===== src/logic/memSysPkg.sv =====
//####################################################################
// memory system package
// sizes, address fields, bus structs and controller state encoding
// shared by the cache, the controller and the banked main memory
//####################################################################
package memSysPkg;

   // address and cache geometry
   localparam int addrWidth      = 16;
   localparam int dataWidth      = 16;
   localparam int tagWidth       = 5;
   localparam int indexWidth     = 8;
   localparam int wordsPerLine   = 4;
   localparam int numSets        = 256;
   // cycles from a memory rd command to rdValid
   localparam int memReadLatency = 2;
   // rows per memory bank, one bank per word slot of a line
   localparam int bankDepth      = 8192;

   typedef logic [addrWidth-1:0]  addrT;
   typedef logic [dataWidth-1:0]  wordT;
   typedef logic [tagWidth-1:0]   tagT;
   typedef logic [indexWidth-1:0] indexT;
   typedef logic [1:0]            lineWordT;

   // user request, valid in the strobe cycle only
   typedef struct packed {logic rd; logic wr; addrT addr; wordT data;} memReqT;

   // user response
   typedef struct packed {wordT dataOut; logic done; logic stall; logic cacheHit;} memRspT;

   // per-set state of one way
   typedef struct packed {logic valid; logic dirty; tagT tag;} tagEntryT;

   // controller command broadcast to both ways
   // fill high: store memory data, entry valid and clean
   typedef struct packed {
      indexT    index;
      lineWordT word;
      tagT      tag;
      wordT     data;
      logic     fill;
      logic     write;
   } cacheCmdT;

   // lookup result of one way
   typedef struct packed {logic hit; logic valid; logic dirty; tagT tag; wordT data;} wayStatusT;

   // picker summary for the controller
   typedef struct packed {logic hit; logic victimDirty; tagT victimTag;} lookupT;

   // controller command to main memory
   typedef struct packed {logic rd; logic wr; addrT addr; wordT data;} memCmdT;

   typedef enum logic [2:0] {
      idle, compare, evict, fillIssue, fillWait, finishWrite, done
   } ctrlStateT;

endpackage

===== src/logic/cacheCtrl.sv =====
//####################################################################
// cache controller
// accepts single-cycle strobes, compares, writes back a dirty victim,
// refills the line with two reads in flight, applies a pending write
//####################################################################
`timescale 1ns/1ns

module cacheCtrl (
   input  logic                clk,
   input  logic                rstN,
   input  memSysPkg::memReqT   req,
   input  memSysPkg::lookupT   lookup,
   input  memSysPkg::wordT     memData,
   input  logic                memValid,
   output memSysPkg::cacheCmdT cmd,
   output logic                write,
   output logic                latchWay,
   output logic                advance,
   output memSysPkg::memCmdT   memCmd,
   output logic                done,
   output logic                stall,
   output logic                cacheHit
);

   memSysPkg::ctrlStateT state;
   memSysPkg::ctrlStateT nextState;
   memSysPkg::addrT      reqAddr;
   memSysPkg::wordT      reqData;
   logic                 reqWrite;
   logic                 hitReg;
   logic                 accept;
   logic                 fillWrite;
   logic [1:0]           issueCnt;
   logic [1:0]           retCnt;
   memSysPkg::tagT       reqTag;
   memSysPkg::indexT     reqIndex;
   memSysPkg::lineWordT  reqWord;

   assign reqTag   = reqAddr[15:11];
   assign reqIndex = reqAddr[10:3];
   assign reqWord  = reqAddr[2:1];

   // new strobes only in idle or done, exactly one of rd and wr
   assign accept = ((state == memSysPkg::idle) || (state == memSysPkg::done)) &&
                   (req.rd ^ req.wr);

   // returned memory word lands in the target way this cycle
   assign fillWrite = memValid &&
                      ((state == memSysPkg::fillIssue) || (state == memSysPkg::fillWait));

   //####################################################################
   // state register and counters
   //####################################################################
   always_ff @(posedge clk or negedge rstN) begin
      if (!rstN) begin
         state    <= memSysPkg::idle;
         reqWrite <= 1'b0;
         hitReg   <= 1'b0;
         issueCnt <= '0;
         retCnt   <= '0;
      end else begin
         state <= nextState;
         if (accept) reqWrite <= req.wr;
         if (state == memSysPkg::compare) hitReg <= lookup.hit;
         // wraps back to zero after the fourth word of a burst
         if ((state == memSysPkg::evict) || (state == memSysPkg::fillIssue)) begin
            issueCnt <= issueCnt + 2'd1;
         end
         if (fillWrite) retCnt <= retCnt + 2'd1;
      end
   end

   // request payload
   always_ff @(posedge clk) begin
      if (accept) begin
         reqAddr <= req.addr;
         reqData <= req.data;
      end
   end

   always_comb begin
      nextState = state;
      case (state)
         memSysPkg::idle, memSysPkg::done: begin
            nextState = accept ? memSysPkg::compare : memSysPkg::idle;
         end
         memSysPkg::compare: begin
            if (lookup.hit) nextState = memSysPkg::done;
            else if (lookup.victimDirty) nextState = memSysPkg::evict;
            else nextState = memSysPkg::fillIssue;
         end
         memSysPkg::evict: begin
            if (issueCnt == 2'd3) nextState = memSysPkg::fillIssue;
         end
         memSysPkg::fillIssue: begin
            if (issueCnt == 2'd3) nextState = memSysPkg::fillWait;
         end
         memSysPkg::fillWait: begin
            // last word back, pending write still to apply
            if (fillWrite && (retCnt == 2'd3)) begin
               nextState = reqWrite ? memSysPkg::finishWrite : memSysPkg::done;
            end
         end
         memSysPkg::finishWrite: nextState = memSysPkg::done;
         default: nextState = memSysPkg::idle;
      endcase
   end

   //####################################################################
   // cache and memory commands
   //####################################################################
   assign write = ((state == memSysPkg::compare) && lookup.hit && reqWrite) || fillWrite ||
                  (state == memSysPkg::finishWrite);

   assign cmd.index = reqIndex;
   assign cmd.tag   = reqTag;
   // fill uses the return count, write-back the issue count
   assign cmd.word  = fillWrite ? retCnt :
                      (state == memSysPkg::evict) ? issueCnt : reqWord;
   assign cmd.data  = fillWrite ? memData : reqData;
   assign cmd.fill  = fillWrite;
   assign cmd.write = write;

   assign memCmd.rd   = (state == memSysPkg::fillIssue);
   assign memCmd.wr   = (state == memSysPkg::evict);
   assign memCmd.addr = {(state == memSysPkg::evict) ? lookup.victimTag : reqTag,
                         reqIndex, issueCnt, 1'b0};
   // victim word comes from the target way, merged in at the top level
   assign memCmd.data = '0;

   assign latchWay = (state == memSysPkg::compare);
   assign advance  = (state == memSysPkg::done);
   assign done     = (state == memSysPkg::done);
   assign stall    = (state != memSysPkg::idle) && (state != memSysPkg::done);
   assign cacheHit = (state == memSysPkg::done) && hitReg;

endmodule


===== config.mk =====
export PLATFORM = sky130hd
export DESIGN_NAME = cacheCtrl
export DESIGN_NICKNAME = d
export VERILOG_FILES = /design/src/logic/memSysPkg.sv /design/src/logic/cacheCtrl.sv
export SDC_FILE = /design/constraint.sdc
export NUM_CORES = 1
export LEC_CHECK = 0
export BUFFER_PORTS_ARGS = -buffer_cell sky130_fd_sc_hd__buf_2
export CORE_ASPECT_RATIO = 1.4
export CORE_MARGIN = 1
export CORE_UTILIZATION = 39
export DETAILED_ROUTE_END_ITERATION = 6
export HOLD_SLACK_MARGIN = 0.03
export PLACE_DENSITY_LB_ADDON = 0.15
export SYNTH_ARGS = -nofsm -noshare
export SYNTH_HDL_FRONTEND = slang
export SYNTH_SLANG_ARGS = --single-unit

===== constraint.sdc =====
create_clock -name clk -period 3.4 [get_ports clk]
set_clock_uncertainty 0.1 [all_clocks]
set_input_delay 0 -clock clk [delete_from_list [all_inputs] [get_ports clk]]
set_output_delay 0 -clock clk [all_outputs]
set_load 0.05 [all_outputs]

==> results.md <==
- Final slew viol count: 0
- CTS tree: built
- Synth Area in Adders: 2.26%
- Die Wd: 65.7 µm
- Syn Inst Count: 168
- Antenna violations before repair: 0
- Ys flop type: edfxtp_1
- CP max stage delay: 0.53 ns
- Gpl congestion: 0.799
- Post-route antenna net violation count: 0
- Port bufs: 114
- Peak supply drop: 436 µV
- P_leak: 1.47 nW
- Crit path time final: 2.53 ns
- Critical path startpoint category: register
- Status: finished, final reports clean
- Largest cells by area after synthesis: edfxtp_1 42%, buf_4 14%, dfrtp_1 10%
- Mean Syn Cell Area: 13.2 µm²
- Grt total ovfl: 0
- Worst r2r src: state[1]
- Fmax achieved: 396 MHz
- Post-synth EDFFs: 31
- Count of different cell masters after synthesis: 28
- Row count: 32
- Synth top area share: 42.1%
- Most common cell in the synthesized netlist: buf_4
- Post-CTS Setup Bufs: 0
- Crit path from: state[2]
- Crit-path slowest cell: dfrtp_1
- Min-Delay Path Class: in -> reg
- Layout area overhead: 39.8%
- First-pass GRT wire length: 7570 µm
- Worst-path maximum fanout: 14
- Clk_lat worst skew: 0.28 ns
- Bufs on Longest Clock Path: 2
- CP arrival: 2.43 ns
- Worst slew margin: 63.5%
- Count of nets after finishing: 364
- Final period util: 74.3%
- # IOs: 133
- H-tree levels: 2
- Ys Warns: 0
- Sequence of cells on the critical path: and3b_4 -> o21ai_4 -> buf_4 -> mux2_2 -> buf_2
- Unrepaired setup endpoints after global routing: no
- Die area: 5980 µm²
- XOR/XNOR Fraction of Synth Area: 1.58%
- Remaining DRCs: 0
- CP required: 3.30 ns
- Crit end category: output pin
- Tot GR Track Use: 16.6%
- Routed vias/inst: 4.45
- Root buffer cell: clkbuf_8
- Worst-path clk slew: 0.08 ns
- Max-Cap Viols: 0
- Die Ht: 91.1 µm
- Final hold violation count: 0
- Fillers: 491
- Layout cells sized above 1: 51.5%
- Mux contribution to synthesized area: 15.5%
- Worst Hold Slack: 0.116 ns
- Non-filler instance count after layout: 369
- CTS Buf Count: 5
- Post-Place Cells: 323
- DP HPWL: 3380 µm
- N_diodes: 0
- Drt pass-1 iters: 4
- Drt wl/cell: 12.7 µm
- Synth cell count leaders: 42 x buf_4, 31 x edfxtp_1, 14 x mux2_4, 10 x mux2_2, 9 x dfrtp_1
- Mapped Area: 2210 µm²
- Final setup viols: 0
- Total Power: 3.05 mW
- Post-synthesis sequential area ratio: 52.2%
- Clk sinks: 40
- Hold_sp: lookup[5]
- Iter 0 DRT Violations: 68
- Power per cell area: 986 nW/µm²
- Post-Route Setup TNS: 0 ns
- Initial core utilization: 40.4%
- Leading area contributor after synthesis: edfxtp_1
- Crit Path Category: reg -> out
- Core Area: 5490 µm²
- Largest net degree at the start of global routing: 18
- Synth async-reset ratio: 22.5%
- Synthesized-area fraction occupied by and/or/nand/nor cells: 6.50%
- WL final: 4690 µm
- Vias: 1643
- Slew of the pin with the lowest slew margin: 0.545 ns
- Complex-gate fraction of the synthesized area: 4.47%
- Yosys reg bits: 40
- Main combinational cell family by area after synthesis: buffers and inverters
- Vias in the first global route: 1672
==> final cells by class <==
| type | count | area, µm² | area share [%] |
|---|---|---|---|
| timing repair buffer | 155 | 973 | 31.5 |
| tap | 68 | 85.1 | 2.75 |
| clock buffer | 5 | 68.8 | 2.22 |
| clock inverter | 3 | 42.5 | 1.37 |
| multi-input combinational | 92 | 746 | 24.1 |
| inverter | 6 | 22.5 | 0.728 |
| sequential | 40 | 1160 | 37.4 |
==> cell usage in the layout, fill, tap and decap left out, drive strengths merged, types with 6 or more instances in the layout <==
master,synthesis,routed
buf,46,117
conb,1,17
dfrtp,9,9
dlygate4sd3,0,38
edfxtp,31,31
inv,6,6
mux2,24,24
nand2,6,6
nor2,7,7
o21ai,7,7
==> per-layer routing <==
layer / up-vias / part of all wire, % / track usage (%)
li1: 794 / - / -
met3: 8 / 5.7 / 4.02
met4: 0 / 1.6 / 5.43
met5: - / 0 / 0
met1: 762 / 39 / 18.6
met2: 79 / 54 / 29.7
==> logic make-up after synthesis <==
kind of cell,after synthesis
fa+ha+maj,4
simple gates,25
mux,26
compound gates,16
buf+inv,52
flops,40
xor+xnor,4
other cells,1
==> metrics by stage <==
step                      setup WS (ns)  utilization, %  cell area [µm²]
after floorplan                   0.871               -             2280
after global placement             1.18            47.4             2600
after detailed placement           1.16            47.4             2600
after CTS                         0.829            56.4             3090
after global routing              0.722            56.4             3090
final                             0.873            56.4             3090
==> state kept, by name, indices dropped and copies added, names as in the netlist <==
register  count
retCnt        2
issueCnt      2
reqAddr      15
reqData      16
hitReg        1
reqWrite      1
state         3
==> final timing paths <==
| kind | endpoint | slack (ns) | depth (start not counted) |
|---|---|---|---|
| worst max-delay path | cmd[17] | 0.87 | 5 |
| worst min-delay path | state[0] | 0.12 | 4 |
| worst max register to register | reqWrite | 0.88 | 6 |
| worst min register to register | retCnt[0] | 0.41 | 1 |
| max in group asynchronous | issueCnt[0] | 2.29 | 3 |
| min in group asynchronous | issueCnt[1] | 0.60 | 3 |
==> power by group <==
group	internal, mW	switching [mW]	leakage, nW	total [mW]
clock network	0.217	0.170	0.0541	0.387
registers	0.723	0.119	0.396	0.843
logic	0.528	1.29	1.02	1.82
total	1.47	1.58	1.47	3.05
==> worst max-delay path: cells and delay by family, from the launching register on <==
kind	cells	cell delay [ns]
AOI/OAI and AO/OA	1	0.44
buffers and inverters	2	0.53
DFF	1	0.53
muxes	1	0.35
and+or+nand+nor	1	0.28
==> what timing repair did <==
item                       4_1_cts  5_1_grt
resized for setup                0        0
setup endpoints to repair        0        0
hold buffers                    38        0
hold endpoints to repair        43        0
Power figures use the tool's default switching activity.
