**config.mk**
```make
export PLATFORM = sky130hd
export DESIGN_NAME = wayPicker
export DESIGN_NICKNAME = d
export VERILOG_FILES = /design/src/logic/memSysPkg.sv /design/src/logic/wayPicker.sv
export SDC_FILE = /design/constraint.sdc
export NUM_CORES = 1
export LEC_CHECK = 0
export BUFFER_PORTS_ARGS = -buffer_cell sky130_fd_sc_hd__buf_2
export CELL_PAD_IN_SITES_DETAIL_PLACEMENT = 1
export CELL_PAD_IN_SITES_GLOBAL_PLACEMENT = 1
export CORE_UTILIZATION = 14
export CTS_CLUSTER_SIZE = 30
export DETAILED_ROUTE_END_ITERATION = 10
export PLACE_DENSITY_LB_ADDON = 0.1
export SETUP_SLACK_MARGIN = 0.4
export SLEW_MARGIN = 20
export SYNTH_ARGS = -nofsm -noshare
export SYNTH_HDL_FRONTEND = slang
export SYNTH_SLANG_ARGS = --single-unit
```
**constraint.sdc**
```tcl
create_clock -name clk -period 1.8 [get_ports clk]
set_input_delay 0 -clock clk [delete_from_list [all_inputs] [get_ports clk]]
set_output_delay 0 -clock clk [all_outputs]
set_load 0.05 [all_outputs]
```
**src/logic/memSysPkg.sv**
```systemverilog
//####################################################################
// memory system package
// sizes, address fields, bus structs and controller state encoding
// shared by the cache, the controller and the banked main memory
//####################################################################
package memSysPkg;

   // address and cache geometry
   localparam int addrWidth      = 16;
   localparam int dataWidth      = 16;
   localparam int tagWidth       = 5;
   localparam int indexWidth     = 8;
   localparam int wordsPerLine   = 4;
   localparam int numSets        = 256;
   // cycles from a memory rd command to rdValid
   localparam int memReadLatency = 2;
   // rows per memory bank, one bank per word slot of a line
   localparam int bankDepth      = 8192;

   typedef logic [addrWidth-1:0]  addrT;
   typedef logic [dataWidth-1:0]  wordT;
   typedef logic [tagWidth-1:0]   tagT;
   typedef logic [indexWidth-1:0] indexT;
   typedef logic [1:0]            lineWordT;

   // user request, valid in the strobe cycle only
   typedef struct packed {logic rd; logic wr; addrT addr; wordT data;} memReqT;

   // user response
   typedef struct packed {wordT dataOut; logic done; logic stall; logic cacheHit;} memRspT;

   // per-set state of one way
   typedef struct packed {logic valid; logic dirty; tagT tag;} tagEntryT;

   // controller command broadcast to both ways
   // fill high: store memory data, entry valid and clean
   typedef struct packed {
      indexT    index;
      lineWordT word;
      tagT      tag;
      wordT     data;
      logic     fill;
      logic     write;
   } cacheCmdT;

   // lookup result of one way
   typedef struct packed {logic hit; logic valid; logic dirty; tagT tag; wordT data;} wayStatusT;

   // picker summary for the controller
   typedef struct packed {logic hit; logic victimDirty; tagT victimTag;} lookupT;

   // controller command to main memory
   typedef struct packed {logic rd; logic wr; addrT addr; wordT data;} memCmdT;

   typedef enum logic [2:0] {
      idle, compare, evict, fillIssue, fillWait, finishWrite, done
   } ctrlStateT;

endpackage
```
**src/logic/wayPicker.sv**
```systemverilog
//####################################################################
// way picker
// victim bit, target way choice and hold, write routing to the
// target way, victim summary and read data select
//####################################################################
`timescale 1ns/1ns

module wayPicker (
   input  logic                 clk,
   input  logic                 rstN,
   input  memSysPkg::wayStatusT way0,
   input  memSysPkg::wayStatusT way1,
   input  logic                 write,
   input  logic                 latchWay,
   input  logic                 advance,
   output logic                 wrEn0,
   output logic                 wrEn1,
   output memSysPkg::lookupT    lookup,
   output memSysPkg::wordT      dataOut
);

   logic                 victim;
   logic                 pickWay;
   logic                 wayReg;
   logic                 sel;
   memSysPkg::wayStatusT target;

   // hit way first, then an invalid way, then the victim
   always_comb begin
      if (way0.hit) pickWay = 1'b0;
      else if (way1.hit) pickWay = 1'b1;
      else if (!way0.valid) pickWay = 1'b0;
      else if (!way1.valid) pickWay = 1'b1;
      else pickWay = victim;
   end

   // live choice during compare, held choice afterwards
   assign sel = latchWay ? pickWay : wayReg;

   always_ff @(posedge clk or negedge rstN) begin
      if (!rstN) begin
         victim <= 1'b0;
         wayReg <= 1'b0;
      end else begin
         if (latchWay) wayReg <= pickWay;
         // flips once per completed request
         if (advance) victim <= ~victim;
      end
   end

   assign target = sel ? way1 : way0;

   // only the target way sees the write
   assign wrEn0 = write & ~sel;
   assign wrEn1 = write & sel;

   assign lookup.hit         = way0.hit | way1.hit;
   assign lookup.victimDirty = target.valid & target.dirty;
   assign lookup.victimTag   = target.tag;

   assign dataOut = target.data;

endmodule

```
==> metrics.md, run 1 <==
| Metric | Value |
|---|---|
| Status | `finished clean` |
| Cell repeated most along the worst path | `buf_8` |
| Worst-path maximum fanout | `7` |
| CTS Sinks | `2` |
| Final Cycle Share | `0.952` |
| Worst-path clk slew | `0.03 ns` |
| First-pass GRT wire length | `3110 µm` |
| TritonCTS Buffers | `3` |
| Rows | `19` |
| #FFs+latches synth | `2` |
| Initial Utilization | `0.148` |
| Worst Tran Pin Value | `0.332 ns` |
| Final nets | `between 150 and 200` |
| Post-synthesis sequential area ratio | `0.124` |
| Final Hold Violating Endpoints | `0` |
| Final WS setup | `0.0868 ns` |
| Area occupied by multi-input gates | `379 µm²` |
| Final setup vio count | `0` |
| Worst slack, placed | `0.284 ns` |
| Max-cap violations | `0` |
| Core area | `around 0.0027 mm²` |
| CTS tree | `built` |
| Yosys warns | `0` |
| Antenna diodes | `0` |
| Fin util | `0.380` |
| Clk_lat worst skew | `around 0.22 ns` |
| Syn nets | `91` |
| Final setup TNS | `0 ns` |
| DR vias | `649` |
| Power Density | `748 mW/mm²` |
| RR Endpoint | `wayReg` |
| Area growth, synth to finish | `157%` |
| Delay-heaviest family, CP | `buffers and inverters` |
| Clock skew | `0.000602 ns` |
| CTS Root Cell | `clkbuf_4` |
| GP Congestion | `0.702` |
| 1st-iter DRT viols | `8` |
| Total global-route track usage | `0.129` |
| Vias in the first global route | `between 700 and 800` |
| H-tree depth | `1` |
| DIE WIDTH | `55.7 µm` |
| Register Area | `50.0 µm²` |
| Yosys cell types | `14` |
| R2r setup slk | `roughly 0.67 ns` |
| WL final | `1990 µm` |
| Slew margin rel. | `0.778` |
| Static Leakage | `between 0.5 and 0.6 nW` |
| Cells on worst reg2reg path | `4` |
| IO buf count | `a little under 80` |
| Die span in y | `about 56 µm` |
| Share of layout cells above drive strength 1 | `0.911` |
| RSZ-0062 raised after global routing | `true` |
| Total global routing overflow | `0` |
| Largest net degree at the start of global routing | `18` |
| DP HPWL | `between 1500 and 2000 µm` |
| Class of the tightest hold or removal check | `in2async` |
| Crit-path cells | `nor3b_2 -> o41ai_4 -> buf_4 -> buf_8 -> mux2_4 -> buf_8` |
| Max incr delay on CP | `0.36 ns` |
| DRT Pass-1 Iters | `4` |
| Routed Antenna Nets | `0` |
| Max-slew violation count | `0` |
| CP Launch Type | `flop` |
| Worst VDD drop | `0.309 mV` |
| FILL cells | `333` |
| Mapped Avg Cell Area | `10.6 µm²` |
| Mapped Cells | `38` |
| F_max | `584 MHz` |
| Clock Tree Buf Depth | `2` |
| CP Buf/Inv Count | `3` |
| # IOs | `78` |
| Vias/cell | `4.19` |
| Routed len/inst | `12.8 µm` |
| RR Startpoint | `victim` |
| Initial antenna violation count | `0` |
| Data required, critical path | `1.80 ns` |
| Critical path capture point type | `primary output` |
| Drt drc | `0` |
| Post-Syn Area | `404 µm²` |
| Final Critical Period | `1.71 ns` |
| Critical-path top delay cell | `dfrtp_1` |
| Worst Path Class, Setup | `reg2out` |
| Critical Path AT | `1.71 ns` |
| Full die area | `0.00311 mm²` |
-- layout by cell type (no fill, tap or decap), drive strengths merged --
| cell type | netlist | final |
|---|---|---|
| buf | 2 | 83 |
| mux2 | 21 | 21 |
| clkbuf | 0 | 3 |
| inv | 2 | 2 |
| nand2 | 2 | 2 |
| dlygate4sd3 | 0 | 2 |
| dfrtp | 2 | 2 |
| nor2 | 2 | 2 |
| nor3b | 1 | 1 |
| nand2b | 1 | 1 |
| o41ai | 1 | 1 |
| and2 | 1 | 1 |
| or2 | 1 | 1 |
| mux2i | 1 | 1 |
| xor2 | 1 | 1 |
-- state kept, by name, summed over array words and instances, names as in the netlist --
register  count
victim        1
wayReg        1
-- metrics by stage --
| step | power, mW | hold WS, ns | cell area (µm²) | instances |
|---|---|---|---|---|
| floorplan | 0.443 | -0.296 | 432 | 38 |
| global placement | 0.569 | -0.213 | 861 | 146 |
| detailed placement | 0.572 | -0.211 | 861 | 146 |
| CTS | 0.763 | 0.103 | 1020 | 153 |
| global route | 0.817 | 0.116 | 1040 | 155 |
| finish | 0.778 | 0.105 | 1040 | 155 |
-- area by class of cell --
cell class / count / area share
flip-flops and latches: 2 / 0.0481
well taps: 31 / 0.0373
repair buffers: 85 / 0.521
inverters: 2 / 0.00722
clock buffers: 3 / 0.0217
multi-input cells: 32 / 0.365
-- power by group --
group / leakage (nW) / total, mW / switching, mW / internal, mW
clock: 0.0138 / 0.0971 / 0.0237 / 0.0734
combinational: 0.535 / 0.611 / 0.345 / 0.266
sequential: 0.0244 / 0.0697 / 0.00980 / 0.0599
total: 0.574 / 0.778 / 0.378 / 0.399
-- routing by layer --
layer  track usage  wire length, µm
met3        0.0116              151
met5             0                0
met4        0.0643               19
met2         0.267             1140
met1         0.123              684
-- how the worst max path moves through the flow --
stage	from	endpoint	slack (ns)	depth (start not counted)
after CTS	victim	dataOut[13]	0.08	5
after detailed placement	victim	dataOut[5]	0.28	5
after floorplan	victim	dataOut[15]	0.31	4
final	victim	lookup[1]	0.09	6
after global routing	victim	dataOut[15]	0.02	6
after global placement	victim	dataOut[10]	0.32	5
-- synth_stat cells --
master	count	share of area
mux2_2	20	0.56
nand2b_1	1	0.015
mux2_1	1	0.028
nor3b_1	1	0.019
inv_1	2	0.019
xor2_1	1	0.022
nand2_1	2	0.019
o41ai_4	1	0.068
buf_6	2	0.056
nor2_1	2	0.019
or2_2	1	0.015
mux2i_1	1	0.025
dfrtp_1	2	0.12
and2_1	1	0.015
-- repair_timing --
action                                  4_1_cts  5_1_grt
hold buffers                                  2        0
resized for setup                            30        1
hold endpoints to repair                      3        0
setup buffers                                 2        2
endpoints found under the setup margin       24       24
-- cell families (layout without fill, tap and decap cells) --
group	count (synthesis)	count (layout)	synth area share
xor+xnor	1	1	0.0217
flops	2	2	0.124
buf+inv	4	90	0.0743
compound gates	1	1	0.0681
simple gates	8	8	0.102
mux	22	22	0.610
(Power assumes the default switching activity.)
==> inputs of run 2 (changes only) <==
- BUFFER_PORTS_ARGS: -buffer_cell sky130_fd_sc_hd__buf_2 -> -buffer_cell sky130_fd_sc_hd__buf_4
- CORE_MARGIN: default -> 2
==> metrics.md, run 2 (synthesized netlist as in run 1, its figures left out) <==
| Metric | Value |
|---|---|
| Fin util | `0.480 (was 0.380)` |
| Initial Utilization | `0.147 (was 0.148)` |
| Final setup TNS | `0 ns (unchanged)` |
| Rows | `19 (unchanged)` |
| Final Hold Violating Endpoints | `0 (unchanged)` |
| CP Launch Type | `flop (unchanged)` |
| Crit-path cells | `nor3b_2 -> o41ai_4 -> buf_6 -> buf_8 -> mux2_2 -> buf_4 (was nor3b_2 -> o41ai_4 -> buf_4 -> buf_8 -> mux2_4 -> buf_8)` |
| Critical-path top delay cell | `dfrtp_1 (unchanged)` |
| Clk_lat worst skew | `0.22 ns (about the same)` |
| Total global-route track usage | `0.139 (was 0.129)` |
| Worst Tran Pin Value | `0.245 ns (was 0.332 ns)` |
| Final nets | `180 (was 179)` |
| Combinational Power Share | `0.814 (was 0.785)` |
| Delay-heaviest family, CP | `buffers and inverters (unchanged)` |
| Area occupied by multi-input gates | `397 µm² (was 379 µm²)` |
| Worst Path Class, Setup | `reg2out (unchanged)` |
| Total global routing overflow | `0 (unchanged)` |
| Status | `finished clean (unchanged)` |
| Max-slew violation count | `0 (unchanged)` |
| Commonest non-fill, non-tap cell in the layout | `buf_4 (was buf_2)` |
| DR vias | `650 (was 649)` |
| Initial antenna violation count | `0 (unchanged)` |
| DIE WIDTH | `57.7 µm (was 55.7 µm)` |
| Regs by FF count | `victim x1, wayReg x1 (unchanged)` |
| Max-cap violations | `0 (unchanged)` |
| Static Leakage | `0.681 nW (was 0.574 nW)` |
| Clock skew | `0.00262 ns (was 0.000602 ns)` |
| Core area | `0.00276 mm² (was 0.00273 mm²)` |
| IO buf count | `77 (unchanged)` |
| DRT Pass-1 Iters | `2 (was 4)` |
| Final setup vio count | `0 (unchanged)` |
| WL final | `2500 µm (was 1990 µm)` |
| GP Congestion | `0.748 (was 0.702)` |
| DP HPWL | `1890 µm (was 1600 µm)` |
| Max incr delay on CP | `0.36 ns (about the same)` |
| Routed len/inst | `16.0 µm (was 12.8 µm)` |
| Worst-path maximum fanout | `9 (was 7)` |
| Full die area | `0.00333 mm² (was 0.00311 mm²)` |
| Share of layout cells above drive strength 1 | `0.912 (was 0.911)` |
| Routed Antenna Nets | `0 (unchanged)` |
| 1st-iter DRT viols | `5 (was 8)` |
| RSZ-0062 raised after global routing | `true (unchanged)` |
| Final Critical Period | `1.69 ns (was 1.71 ns)` |
| Net Sw Frac | `0.451 (was 0.486)` |
| Register Area | `50.0 µm² (unchanged)` |
| Final Cycle Share | `0.940 (was 0.952)` |
| Slew margin rel. | `0.836 (was 0.778)` |
| F_max | `591 MHz (was 584 MHz)` |
| Class of the tightest hold or removal check | `in2async (unchanged)` |
| # IOs | `78 (unchanged)` |
| FILL cells | `315 (was 333)` |
| CTS tree | `built (unchanged)` |
| Critical path capture point type | `primary output (unchanged)` |
| TritonCTS Buffers | `3 (unchanged)` |
| Worst-path clk slew | `0.03 ns (about the same)` |
| H-tree depth | `1 (unchanged)` |
| Data required, critical path | `1.80 ns (about the same)` |
| Largest net degree at the start of global routing | `10 (was 18)` |
| CTS Root Cell | `clkbuf_4 (unchanged)` |
| Internal Power | `485 µW (was 399 µW)` |
| Vias/cell | `4.17 (was 4.19)` |
| Clock Tree Buf Depth | `2 (unchanged)` |
| Power Density | `667 mW/mm² (was 748 mW/mm²)` |
| Drt drc | `0 (unchanged)` |
| First-pass GRT wire length | `3430 µm (was 3110 µm)` |
| Die span in y | `57.7 µm (was 55.7 µm)` |
| Commonest non-fill, non-tap cells in the layout | `buf_4 (55), buf_6 (16), buf_8 (13) (was buf_2 (68), mux2_2 (12), mux2_4 (9))` |
| CP Buf/Inv Count | `3 (unchanged)` |
| Area growth, synth to finish | `228% (was 157%)` |
| Antenna diodes | `0 (unchanged)` |
| Power share of the clock group | `0.106 (was 0.125)` |
| Critical Path AT | `1.69 ns (was 1.71 ns)` |
| Worst VDD drop | `0.379 mV (was 0.309 mV)` |
| Net Switching | `398 µW (was 378 µW)` |
| Seq pwr share | `0.079 (was 0.090)` |
| Vias in the first global route | `746 (was 708)` |
| CTS Sinks | `2 (unchanged)` |
[run 2: changes by cell type in the layout (fill, tap and decap cells not counted), moves of 3 or more]
cell | previous run | this run
buf_2 | 68 | 0
mux2_4 | 9 | 12
mux2_2 | 12 | 9
buf_4 | 6 | 55
buf_8 | 7 | 13
buf_6 | 1 | 16
[run 2: layer usage]
layer,wire length [µm],vias up,global-route usage,part of all wire
li1,-,313,-,-
met1,861,308,0.149,0.34
met2,1470,27,0.271,0.59
met3,159,2,0.0313,0.064
met4,4,0,0.0299,0.0016
met5,0,-,0,0
[run 2: final timing paths]
kind	endpoint	cells past startpoint	slack, ns	from
max	dataOut[1]	6	0.11	victim
min	victim	2	0.11	rstN
max reg2reg	wayReg	4	0.70	victim
min reg2reg	victim	1	0.49	victim
max in group asynchronous	wayReg	2	1.60	rstN
min in group clk	wayReg	4	0.28	way0[23]
[run 2: area by class of cell]
type / count / share of cell area
clock buffer: 3 / 0.0170
inverter: 2 / 0.00567
multi-input combinational: 32 / 0.300
sequential: 2 / 0.0378
tap: 31 / 0.0293
timing repair buffer: 86 / 0.611
[run 2: repair_timing]
action | CTS | global route
setup buffers | 2 | 1
setup endpoints to repair | 24 | 24
cloned | 1 | 0
gates resized for setup | 18 | 37
hold buffers | 2 | 0
endpoints found under the hold margin | 3 | 0
pin swaps | 0 | 1
[run 2: power groups by stage]
stage	clock [mW]	sequential, mW	combinational [mW]
2_1_floorplan	0	0.0672	0.376
3_3_place_gp	0	0.0677	0.572
3_5_place_dp	0	0.0684	0.576
4_1_cts	0.0985	0.0701	0.632
5_1_grt	0.106	0.0718	0.749
6_report	0.0938	0.0701	0.719
[run 2: per-stage QoR]
stage                     hold WS [ns]  setup WS, ns  power (mW)  cells  cell area (µm²)
after floorplan                 -0.296         0.311       0.443     38              432
after global placement          -0.214         0.281       0.640    147             1050
after detailed placement        -0.213         0.234       0.644    147             1050
after CTS                       0.0988        0.0697       0.801    155             1180
after global routing             0.101        0.0107       0.927    156             1320
final                            0.107         0.108       0.883    156             1320
==> inputs of run 3 (changes only) <==
- CORE_ASPECT_RATIO: default -> 0.9
==> metrics.md, run 3 (synthesized netlist as in run 1, its figures left out) <==
| Metric | Value |
|---|---|
| Class of the tightest hold or removal check | `in2async (unchanged)` |
| Routed len/inst | `12.5 µm (was 16.0 µm)` |
| CTS tree | `built (unchanged)` |
| Core area | `0.00275 mm² (was 0.00276 mm²)` |
| Die span in y | `55.0 µm (was 57.7 µm)` |
| WP depth | `5 (was 6)` |
| Largest net degree at the start of global routing | `16 (was 10)` |
| Worst Path Class, Setup | `reg2out (unchanged)` |
| RSZ-0062 raised after global routing | `true (unchanged)` |
| Final setup vio count | `0 (unchanged)` |
| Max incr delay on CP | `0.36 ns (about the same)` |
| Final Critical Period | `1.70 ns (was 1.69 ns)` |
| Critical path capture point type | `primary output (unchanged)` |
| Status | `finished clean (unchanged)` |
| CP Launch Type | `flop (unchanged)` |
| Share of layout cells above drive strength 1 | `0.908 (was 0.912)` |
| Cells on worst reg2reg path | `3 (was 4)` |
| Final Hold Violating Endpoints | `0 (unchanged)` |
| Worst Tran Pin Value | `0.280 ns (was 0.245 ns)` |
| Overall power | `744 µW (was 883 µW)` |
| Final nets | `175 (was 180)` |
| Max-slew violation count | `0 (unchanged)` |
| Max-cap violations | `0 (unchanged)` |
| Initial Utilization | `0.147 (about the same)` |
| CTS Root Cell | `clkbuf_4 (unchanged)` |
| Data required, critical path | `1.80 ns (about the same)` |
| GP Congestion | `0.643 (was 0.748)` |
| Worst slack, placed | `0.281 ns (was 0.234 ns)` |
| CP Buf/Inv Count | `2 (was 3)` |
| # IOs | `78 (unchanged)` |
| H-tree depth | `1 (unchanged)` |
| Critical-path top delay cell | `dfrtp_1 (unchanged)` |
| FILL cells | `343 (was 315)` |
| Static Leakage | `0.570 nW (was 0.681 nW)` |
| Rows | `18 (was 19)` |
| Worst-path maximum fanout | `10 (was 9)` |
| Clk_lat worst skew | `0.22 ns (about the same)` |
| Delay-heaviest family, CP | `buffers and inverters (unchanged)` |
| Worst-path clk slew | `0.03 ns (about the same)` |
| Power Density | `671 mW/mm² (was 667 mW/mm²)` |
| Regs by FF count | `victim x1, wayReg x1 (unchanged)` |
| Final setup TNS | `0 ns (unchanged)` |
| Full die area | `0.00333 mm² (about the same)` |
| Vias/cell | `3.85 (was 4.17)` |
| F_max | `588 MHz (was 591 MHz)` |
| Clock Tree Buf Depth | `2 (unchanged)` |
| CTS Sinks | `2 (unchanged)` |
| Critical Path AT | `1.70 ns (was 1.69 ns)` |
| Final Cycle Share | `0.945 (was 0.940)` |
| Setup bufs post-CTS | `0 (was 2)` |
| Area growth, synth to finish | `174% (was 228%)` |
| Cell repeated most along the worst path | `buf_4` |
| DRT Pass-1 Iters | `2 (unchanged)` |
| Worst VDD drop | `0.239 mV (was 0.379 mV)` |
| TritonCTS Buffers | `3 (unchanged)` |
| Crit-path cells | `nor3b_2 -> o41ai_4 -> buf_4 -> mux2_2 -> buf_4 (was nor3b_2 -> o41ai_4 -> buf_6 -> buf_8 -> mux2_2 -> buf_4)` |
| 1st-iter DRT viols | `9 (was 5)` |
| Commonest non-fill, non-tap cells in the layout | `buf_4 (77), mux2_2 (18), mux2_4 (3), clkbuf_4 (3) (was buf_4 (55), buf_6 (16), buf_8 (13))` |
| WL final | `2000 µm (was 2500 µm)` |
| Vias in the first global route | `643 (was 746)` |
| Commonest non-fill, non-tap cell in the layout | `buf_4 (unchanged)` |
| DR vias | `616 (was 650)` |
| Area occupied by multi-input gates | `357 µm² (was 397 µm²)` |
| Initial antenna violation count | `0 (unchanged)` |
| Slew margin rel. | `0.813 (was 0.836)` |
| Hold Slack | `0.113 ns (was 0.107 ns)` |
| Fin util | `0.403 (was 0.480)` |
| Routed Antenna Nets | `0 (unchanged)` |
| Drt drc | `0 (unchanged)` |
| Total global routing overflow | `0 (unchanged)` |
| Register Area | `50.0 µm² (unchanged)` |
| Final WS setup | `0.0983 ns (was 0.108 ns)` |
| IO buf count | `77 (unchanged)` |
| First-pass GRT wire length | `2740 µm (was 3430 µm)` |
| Total global-route track usage | `0.111 (was 0.139)` |
| Antenna diodes | `0 (unchanged)` |
| Clock skew | `0.00290 ns (was 0.00262 ns)` |
| DIE WIDTH | `60.6 µm (was 57.7 µm)` |
## run 3: changes by cell type in the layout (fill, tap and decap cells not counted), sizes merged
| cell | change |
|---|---|
| buf | -5 |
## run 3: worst paths after layout
| kind | startpoint | to | slack (ns) |
|---|---|---|---|
| setup / recovery | victim | dataOut[7] | 0.1 |
| hold / removal | rstN | victim | 0.11 |
| setup reg to reg | victim | wayReg | 0.78 |
| hold reg to reg | victim | victim | 0.49 |
| max in group asynchronous | rstN | wayReg | 1.60 |
| min in group clk | way0[23] | wayReg | 0.18 |
## run 3: what timing repair did
item	CTS	global route
endpoints found under the hold margin	3	0
setup endpoints to repair	24	24
resized for setup	3	0
hold buffers	2	0
pin swaps	0	0
## run 3: power by group
part | internal, mW | total, mW | leakage [nW] | switching [mW]
logic | 0.246 | 0.574 | 0.532 | 0.327
registers | 0.0599 | 0.0705 | 0.0244 | 0.0106
clock network | 0.0736 | 0.0995 | 0.0138 | 0.0259
total | 0.380 | 0.744 | 0.570 | 0.364
## run 3: area by class of cell
cell class | count | area share
inverter | 2 | 0.00678
multi-input combinational | 32 | 0.322
tap | 40 | 0.0452
timing repair buffer | 81 | 0.560
clock buffer | 3 | 0.0203
sequential | 2 | 0.0452
## run 3: stage by stage
stage	std cells	cell area, µm²
2_1_floorplan	38	432
3_3_place_gp	155	1050
3_5_place_dp	155	1050
4_1_cts	160	1110
5_1_grt	160	1110
6_report	160	1110
## run 3: routing by layer
| layer | global-route usage | routed length [µm] | vias up |
|---|---|---|---|
| li1 | - | - | 301 |
| met1 | 0.131 | 716 | 291 |
| met2 | 0.204 | 1160 | 24 |
| met3 | 0.0233 | 125 | 0 |
| met4 | 0.0326 | 0 | 0 |
| met5 | 0 | 0 | - |
